### src/panel_params.svh
// ##################################################################
// LED panel geometry
// ##################################################################

`ifndef PANEL_PARAMS_SVH
`define PANEL_PARAMS_SVH

// Number of pixel columns on the panel.
`define PANEL_WIDTH 8

// Number of pixel rows on the panel.
`define PANEL_HEIGHT 4

// Color bytes stored for each pixel.
`define BYTES_PER_PIXEL 2

`endif

### src/panel_types_pkg.sv
// ##################################################################
// Frame-buffer address and write types
// ##################################################################

`include "panel_params.svh"

package panel_types_pkg;

    localparam int COL_W  = (`PANEL_WIDTH > 1) ? $clog2(`PANEL_WIDTH) : 1;
    localparam int ROW_W  = (`PANEL_HEIGHT > 1) ? $clog2(`PANEL_HEIGHT) : 1;
    localparam int BYTE_W = (`BYTES_PER_PIXEL > 1) ? $clog2(`BYTES_PER_PIXEL) : 1;

    typedef logic [COL_W-1:0]              col_addr_t;
    typedef logic [ROW_W-1:0]              row_addr_t;
    typedef logic [BYTE_W-1:0]             byte_idx_t;
    typedef logic [8*`BYTES_PER_PIXEL-1:0] color_t;

    // One byte-wide write into the frame buffer.
    typedef struct packed {
        logic      valid;
        row_addr_t row;
        col_addr_t column;
        byte_idx_t byte_idx;
        logic [7:0] data;
    } fb_write_t;

endpackage

### src/panel_cmd_pkg.sv
// ##################################################################
// Command opcodes, states and payload strobe
// ##################################################################

package panel_cmd_pkg;

    typedef enum logic [7:0] {
        OP_FILLPANEL = 8'h01,
        OP_DRAWPIXEL = 8'h02
    } opcode_t;

    // One payload byte handed from the decoder to an executor.
    typedef struct packed {
        logic       valid;
        logic       first;
        logic [7:0] data;
    } payload_t;

    typedef enum logic [1:0] {FILL_CAPTURE, FILL_RUNNING, FILL_DONE} fill_state_t;

    typedef enum logic [1:0] {DRAW_CAPTURE, DRAW_WRITING, DRAW_DONE} draw_state_t;

    typedef enum logic [1:0] {DEC_IDLE, DEC_PAYLOAD, DEC_BUSY} dec_state_t;

endpackage

### src/cmd_decoder.sv
// ##################################################################
// Command byte decoder
// ##################################################################

`timescale 1ns/1ps

`include "panel_params.svh"

module cmd_decoder
    import panel_cmd_pkg::*;
(
    input  logic       clk,
    input  logic       reset,
    input  logic [7:0] data_in,
    input  logic       data_strobe,
    input  logic       cmd_done,
    output logic       ready,
    output payload_t   fill_payload,
    output payload_t   draw_payload
);

    localparam int REM_W = $clog2(`BYTES_PER_PIXEL + 3);

    dec_state_t       state;
    opcode_t          cur_op;
    logic [REM_W-1:0] remaining;
    logic             first_byte;
    logic             take_payload;

    assign ready        = (state != DEC_BUSY);
    assign take_payload = data_strobe && (state == DEC_PAYLOAD);

    always_ff @(posedge clk) begin
        if (reset) begin
            state      <= DEC_IDLE;
            cur_op     <= OP_FILLPANEL;
            remaining  <= '0;
            first_byte <= 1'b0;
        end else begin
            case (state)
                DEC_IDLE: begin
                    if (data_strobe) begin
                        first_byte <= 1'b1;
                        case (opcode_t'(data_in))
                            OP_FILLPANEL: begin
                                cur_op    <= OP_FILLPANEL;
                                remaining <= REM_W'(`BYTES_PER_PIXEL);
                                state     <= DEC_PAYLOAD;
                            end
                            OP_DRAWPIXEL: begin
                                cur_op    <= OP_DRAWPIXEL;
                                remaining <= REM_W'(`BYTES_PER_PIXEL + 2);
                                state     <= DEC_PAYLOAD;
                            end
                            // Unknown opcodes are dropped and we stay ready.
                            default: state <= DEC_IDLE;
                        endcase
                    end
                end
                DEC_PAYLOAD: begin
                    if (take_payload) begin
                        first_byte <= 1'b0;
                        remaining  <= remaining - 1'b1;
                        if (remaining == REM_W'(1)) begin
                            state <= DEC_BUSY;
                        end
                    end
                end
                DEC_BUSY: begin
                    if (cmd_done) begin
                        state <= DEC_IDLE;
                    end
                end
                default: state <= DEC_IDLE;
            endcase
        end
    end

    // Payload bytes go out one cycle after their strobe.
    always_ff @(posedge clk) begin
        fill_payload.first <= first_byte;
        fill_payload.data  <= data_in;
        draw_payload.first <= first_byte;
        draw_payload.data  <= data_in;
        if (reset) begin
            fill_payload.valid <= 1'b0;
            draw_payload.valid <= 1'b0;
        end else begin
            fill_payload.valid <= take_payload && (cur_op == OP_FILLPANEL);
            draw_payload.valid <= take_payload && (cur_op == OP_DRAWPIXEL);
        end
    end

endmodule

### src/cmd_fillpanel.sv
// ##################################################################
// Fill panel command executor
// ##################################################################

`timescale 1ns/1ps

`include "panel_params.svh"

module cmd_fillpanel
    import panel_types_pkg::*;
    import panel_cmd_pkg::*;
(
    input  logic      clk,
    input  logic      reset,
    input  payload_t  payload,
    output fb_write_t fb_write,
    output logic      done
);

    localparam int CAP_W = $clog2(`BYTES_PER_PIXEL + 1);

    fill_state_t      state;
    color_t           color;
    logic [CAP_W-1:0] cap_cnt;
    logic [CAP_W-1:0] cap_idx;
    row_addr_t        row_cnt;
    col_addr_t        col_cnt;
    byte_idx_t        byte_cnt;
    logic             last_byte;
    logic             last_col;
    logic             last_row;

    // A first strobe restarts the byte count even after an aborted capture.
    assign cap_idx = payload.first ? '0 : cap_cnt;

    assign last_byte = (byte_cnt == '0);
    assign last_col  = (col_cnt == col_addr_t'(`PANEL_WIDTH - 1));
    assign last_row  = (row_cnt == row_addr_t'(`PANEL_HEIGHT - 1));

    always_ff @(posedge clk) begin
        if (reset) begin
            state    <= FILL_CAPTURE;
            cap_cnt  <= '0;
            row_cnt  <= '0;
            col_cnt  <= '0;
            byte_cnt <= '0;
        end else begin
            case (state)
                FILL_CAPTURE: begin
                    if (payload.valid) begin
                        if (cap_idx == CAP_W'(`BYTES_PER_PIXEL - 1)) begin
                            cap_cnt  <= '0;
                            row_cnt  <= '0;
                            col_cnt  <= '0;
                            byte_cnt <= byte_idx_t'(`BYTES_PER_PIXEL - 1);
                            state    <= FILL_RUNNING;
                        end else begin
                            cap_cnt <= cap_idx + 1'b1;
                        end
                    end
                end
                FILL_RUNNING: begin
                    // Bytes high to low, then columns, then rows.
                    if (last_byte) begin
                        byte_cnt <= byte_idx_t'(`BYTES_PER_PIXEL - 1);
                        if (last_col) begin
                            col_cnt <= '0;
                            if (last_row) begin
                                state <= FILL_DONE;
                            end else begin
                                row_cnt <= row_cnt + 1'b1;
                            end
                        end else begin
                            col_cnt <= col_cnt + 1'b1;
                        end
                    end else begin
                        byte_cnt <= byte_cnt - 1'b1;
                    end
                end
                FILL_DONE: begin
                    state <= FILL_CAPTURE;
                end
                default: state <= FILL_CAPTURE;
            endcase
        end
    end

    // Color arrives most significant byte first.
    always_ff @(posedge clk) begin
        if (state == FILL_CAPTURE && payload.valid) begin
            color <= (payload.first ? '0 : (color << 8)) | color_t'(payload.data);
        end
    end

    always_comb begin
        fb_write.valid    = (state == FILL_RUNNING);
        fb_write.row      = row_cnt;
        fb_write.column   = col_cnt;
        fb_write.byte_idx = byte_cnt;
        fb_write.data     = color[8*byte_cnt +: 8];
    end

    assign done = (state == FILL_DONE);

endmodule

### src/cmd_drawpixel.sv
// ##################################################################
// Draw pixel command executor
// ##################################################################

`timescale 1ns/1ps

`include "panel_params.svh"

module cmd_drawpixel
    import panel_types_pkg::*;
    import panel_cmd_pkg::*;
(
    input  logic      clk,
    input  logic      reset,
    input  payload_t  payload,
    output fb_write_t fb_write,
    output logic      done
);

    localparam int CAP_W = $clog2(`BYTES_PER_PIXEL + 3);

    draw_state_t      state;
    logic [CAP_W-1:0] cap_cnt;
    logic [CAP_W-1:0] cap_idx;
    logic [7:0]       col_raw;
    logic [7:0]       row_raw;
    color_t           color;
    byte_idx_t        byte_cnt;
    logic             in_range;

    assign cap_idx  = payload.first ? '0 : cap_cnt;
    assign in_range = (col_raw < `PANEL_WIDTH) && (row_raw < `PANEL_HEIGHT);

    always_ff @(posedge clk) begin
        if (reset) begin
            state    <= DRAW_CAPTURE;
            cap_cnt  <= '0;
            byte_cnt <= '0;
        end else begin
            case (state)
                DRAW_CAPTURE: begin
                    if (payload.valid) begin
                        if (cap_idx == CAP_W'(`BYTES_PER_PIXEL + 1)) begin
                            cap_cnt  <= '0;
                            byte_cnt <= byte_idx_t'(`BYTES_PER_PIXEL - 1);
                            // Off-panel coordinates skip straight to done.
                            state    <= in_range ? DRAW_WRITING : DRAW_DONE;
                        end else begin
                            cap_cnt <= cap_idx + 1'b1;
                        end
                    end
                end
                DRAW_WRITING: begin
                    if (byte_cnt == '0) begin
                        state <= DRAW_DONE;
                    end else begin
                        byte_cnt <= byte_cnt - 1'b1;
                    end
                end
                DRAW_DONE: begin
                    state <= DRAW_CAPTURE;
                end
                default: state <= DRAW_CAPTURE;
            endcase
        end
    end

    // Byte order is column, row, then color most significant first.
    always_ff @(posedge clk) begin
        if (state == DRAW_CAPTURE && payload.valid) begin
            if (cap_idx == '0) begin
                col_raw <= payload.data;
            end else if (cap_idx == CAP_W'(1)) begin
                row_raw <= payload.data;
            end else begin
                color <= (color << 8) | color_t'(payload.data);
            end
        end
    end

    always_comb begin
        fb_write.valid    = (state == DRAW_WRITING);
        fb_write.row      = row_addr_t'(row_raw);
        fb_write.column   = col_addr_t'(col_raw);
        fb_write.byte_idx = byte_cnt;
        fb_write.data     = color[8*byte_cnt +: 8];
    end

    assign done = (state == DRAW_DONE);

endmodule

### src/fb_write_combiner.sv
// ##################################################################
// Frame-buffer write combiner
// ##################################################################

`timescale 1ns/1ps

module fb_write_combiner
    import panel_types_pkg::*;
(
    input  logic      clk,
    input  logic      reset,
    input  fb_write_t fill_write,
    input  fb_write_t draw_write,
    input  logic      fill_done,
    input  logic      draw_done,
    output fb_write_t fb_write,
    output logic      cmd_done
);

    fb_write_t selected;

    // Only one executor runs at a time, so the priority rarely matters.
    assign selected = fill_write.valid ? fill_write : draw_write;

    always_ff @(posedge clk) begin
        fb_write.row      <= selected.row;
        fb_write.column   <= selected.column;
        fb_write.byte_idx <= selected.byte_idx;
        fb_write.data     <= selected.data;
        if (reset) begin
            fb_write.valid <= 1'b0;
            cmd_done       <= 1'b0;
        end else begin
            fb_write.valid <= selected.valid;
            cmd_done       <= fill_done | draw_done;
        end
    end

endmodule

### src/panel_cmd_top.sv
// ##################################################################
// LED panel command subsystem
// ##################################################################

`timescale 1ns/1ps

module panel_cmd_top
    import panel_types_pkg::*;
    import panel_cmd_pkg::*;
(
    input  logic       clk,
    input  logic       reset,
    input  logic [7:0] data_in,
    input  logic       data_strobe,
    output logic       ready,
    output fb_write_t  fb_write,
    output logic       cmd_done
);

    payload_t  fill_payload;
    payload_t  draw_payload;
    fb_write_t fill_write;
    fb_write_t draw_write;
    logic      fill_done;
    logic      draw_done;

    cmd_decoder decoder (
        .clk          (clk),
        .reset        (reset),
        .data_in      (data_in),
        .data_strobe  (data_strobe),
        .cmd_done     (cmd_done),
        .ready        (ready),
        .fill_payload (fill_payload),
        .draw_payload (draw_payload)
    );

    cmd_fillpanel fillpanel (
        .clk      (clk),
        .reset    (reset),
        .payload  (fill_payload),
        .fb_write (fill_write),
        .done     (fill_done)
    );

    cmd_drawpixel drawpixel (
        .clk      (clk),
        .reset    (reset),
        .payload  (draw_payload),
        .fb_write (draw_write),
        .done     (draw_done)
    );

    fb_write_combiner combiner (
        .clk        (clk),
        .reset      (reset),
        .fill_write (fill_write),
        .draw_write (draw_write),
        .fill_done  (fill_done),
        .draw_done  (draw_done),
        .fb_write   (fb_write),
        .cmd_done   (cmd_done)
    );

endmodule

### config.mk
export PLATFORM = sky130hd
export DESIGN_NAME = panel_cmd_top
export DESIGN_NICKNAME = d
export VERILOG_FILES = /design/src/panel_types_pkg.sv /design/src/panel_cmd_pkg.sv /design/src/cmd_decoder.sv /design/src/cmd_fillpanel.sv /design/src/cmd_drawpixel.sv /design/src/fb_write_combiner.sv /design/src/panel_cmd_top.sv
export VERILOG_INCLUDE_DIRS = /design/src /design/src/src
export SDC_FILE = /design/constraint.sdc
export NUM_CORES = 1
export LEC_CHECK = 0
export ABC_CLOCK_PERIOD_IN_PS = 2630
export BUFFER_PORTS_ARGS = -buffer_cell sky130_fd_sc_hd__buf_2
export CAP_MARGIN = 20
export CORE_MARGIN = 2
export CORE_UTILIZATION = 58
export DETAILED_ROUTE_END_ITERATION = 12
export PLACE_DENSITY = 0.77
export SYNTH_ARGS = -nofsm -noshare
export SYNTH_HDL_FRONTEND = slang
export SYNTH_SLANG_ARGS = --single-unit
### constraint.sdc
create_clock -name clk -period 2.63 [get_ports clk]
set_input_delay 0.526 -clock clk [delete_from_list [all_inputs] [get_ports clk]]
set_output_delay 0.526 -clock clk [all_outputs]
set_load 0.01 [all_outputs]
==> flow_summary.ini <==
[outcome]
status = finished, final reports clean

[clocking]
clock_sinks = 99
postCtsSetupRepairBufs = 0
ctsHoldBuffers = 0
cts_resized = 0
cts_tree = yes
cts_made_buffers = 9
clkSlewWorstSetupHoldPaths_ns = 0.09
worstSkewPairLatency_ns = 0.35
cts_max_path_buffers = 2
cts_root_buffer = clkbuf_8
htreeDepth = 3

[global_route]
grt_antenna_before_repair = 0
overflow = 0
grt_util_all_layers = 0.188
grt_max_degree = 28
grt_pass1_vias = 2123
grt_pass1_wl_mm = 10.2

[hold_path]
hold_end = decoder.fill_payload[7]$_DFF_P_
min_from = data_in[7]
min_path_type = in2reg
hold_depth = 1

[floorplanning]
die_w_microns = 83.5
dieArea_sq_um = 6970
coreArea_sq_um = 6030
start_util = 0.608
ioPinCount = 28
die_h_microns = 83.5
rows = 28

[finish]
drive_gt1_frac = 0.183
fillers = 448
diodes = 0
final-seq-area_sq_um = 2460
multiInputGateArea_sq_um = 1130
final_common_cell = dfxtp_1
syn_to_final_growth_pct = 10.9
instances_no_fill = 387
final_cell_mix = dfxtp_1, edfxtp_1, buf_2
nets = 326

[detailed_routing]
totalWireLength_mm = 6.08
ant_nets = 0
drt_iter0_markers = 202
drc_errors = 0
via_per_inst = 5.59
dr.pass1.iters = 4
vias = 2165
wl_per_cell_microns = 15.7

[critical_path]
cp.arrival_ns = 2.04
crit_buf_inv = 1
crit_required_ns = 2.68
rrSetupSlack_ns = 0.64
reg2reg_depth = 5
endpoint_kind = flop
r2r-end = drawpixel.color[9]$_DFFE_PP_
cpLargestDelayFamily = flip-flops
worstSetupPathType = reg2reg
path_cells = nor2b_1 -> ha_1 -> o21ai_0 -> and2_1 -> buf_4
path_max_fanout = 16
slowest_delay_ns = 0.69
r2r_start = decoder.fill_payload[8]$_DFF_P_
cpMaxStageDelayCell = dfxtp_1
critical_path.startpoint_type = flop

[timing]
max_slew_margin = 0.476
min_period_ns = 1.99
tightest_slew_ns = 0.785
hold_viol = 0
skew_ns = 0.00704
finalSetupViolCount = 0
tns_ns = 0
rsz0062_at_grt = false
final_max_slew_viol_count = 0
fmax_mhz = 502
fin_crit_sh = 0.758

[yosys]
postSynthCellCount = 277
syn_area_per_cell_sq_um = 13.2
synth_cell_types = 52
synthArstFlopShare = 0
synth_area_sq_um = 3660
ys_seq_area_frac = 0.672
synth_top_flop_cell = dfxtp_1
synth_fp_nets = 296
yosys_warnings = 0
synth_edf_count = 48
synth-seq-cells = 99

[pwr]
leakage_nw = 1.45
ir_drop_mv = 0.403
power_density_nw_per_um2 = 640

[place]
place_hpwl_mm = 4.11
gp_congestion = 0.819
port-buffer-count = 27
dp.cells = 371

[flow_run]
cap_viol_max_count = 0
-- state kept, by name (all words and copies together), names as in the netlist, 2 cells and up --
name and flops:
fillpanel.row_cnt 2, decoder.state 2, decoder.fill_payload 10, drawpixel.state 2, fillpanel.col_cnt 3, decoder.remaining 3
drawpixel.color 16, fillpanel.state 2, combiner.fb_write 15, fillpanel.color 16, drawpixel.row_raw 8, drawpixel.cap_cnt 3
fillpanel.cap_cnt 2, decoder.cur_op 2, drawpixel.col_raw 8
-- metrics by stage --
step / utilization / hold slack, ns / setup slack (ns) / instance area, sq um / power [mW]
after CTS: 0.674 / 0.265 / 0.631 / 4060 / 2.62
after detailed placement: 0.642 / 0.342 / 0.642 / 3870 / 1.70
after global placement: 0.642 / 0.337 / 0.787 / 3870 / 1.70
final: 0.674 / 0.285 / 0.636 / 4060 / 2.60
after global routing: 0.674 / 0.272 / 0.488 / 4060 / 2.69
after floorplan: - / 0.331 / 0.750 / 3660 / 1.68
-- Yosys cell counts, types with 4 or more instances --
library cell,instances,area share
nand2b_1,5,0.0085
mux2i_1,9,0.025
a211oi_1,12,0.025
ha_1,8,0.027
a21oi_1,17,0.023
mux2_2,6,0.018
o21ai_0,4,0.0055
nor2_1,14,0.014
inv_1,8,0.0082
edfxtp_1,48,0.39
nor4_1,5,0.0085
nor2b_1,25,0.043
nor3_1,5,0.0068
nand2_1,8,0.0082
dfxtp_1,51,0.28
clkbuf_1,6,0.0061
-- area by class of cell --
cell class,instances,area share
sequential,99,0.606
inverter,8,0.00739
timing repair buffer,30,0.0388
tap,75,0.0231
clock buffer,10,0.0314
multi-input combinational,159,0.277
clock inverter,6,0.0157
-- worst max path at each step --
stage	startpoint	to	slack (ns)	cells after the start
after global placement	decoder.fill_payload[8]$_DFF_P_	drawpixel.color[12]$_DFFE_PP_	0.79	5
final	decoder.fill_payload[8]$_DFF_P_	drawpixel.color[9]$_DFFE_PP_	0.64	5
after global routing	decoder.fill_payload[8]$_DFF_P_	drawpixel.color[15]$_DFFE_PP_	0.49	5
after CTS	decoder.fill_payload[8]$_DFF_P_	drawpixel.color[9]$_DFFE_PP_	0.63	5
after detailed placement	decoder.fill_payload[8]$_DFF_P_	drawpixel.color[14]$_DFFE_PP_	0.64	5
after floorplan	fillpanel.state[0]$_SDFFE_PP0P_	fillpanel.byte_cnt$_SDFFE_PP0P_	0.75	5
-- where the power goes --
group / internal [mW] / total (mW) / switching, mW
Sequential: 1.62 / 1.63 / 0.0141
Combinational: 0.0116 / 0.0309 / 0.0193
Clock: 0.440 / 0.936 / 0.496
-- cell families (layout without fill, tap and decap cells) --
| group | after synthesis | after routing | synth area share |
|---|---|---|---|
| xor+xnor | 1 | 1 | 0.00239 |
| simple gates | 85 | 85 | 0.142 |
| compound gates | 50 | 50 | 0.0926 |
| mux | 15 | 15 | 0.0430 |
| buf+inv | 19 | 54 | 0.0205 |
| flops | 99 | 99 | 0.672 |
| fa+ha+maj | 8 | 8 | 0.0273 |
-- metal layers --
layer	routed length [microns]	track usage	part of all wire
met4	136	0.0924	0.022
met1	2850	0.254	0.47
met5	0	0	0
met2	2890	0.298	0.47
met3	212	0.0297	0.035
Power figures use the tool's default switching activity.
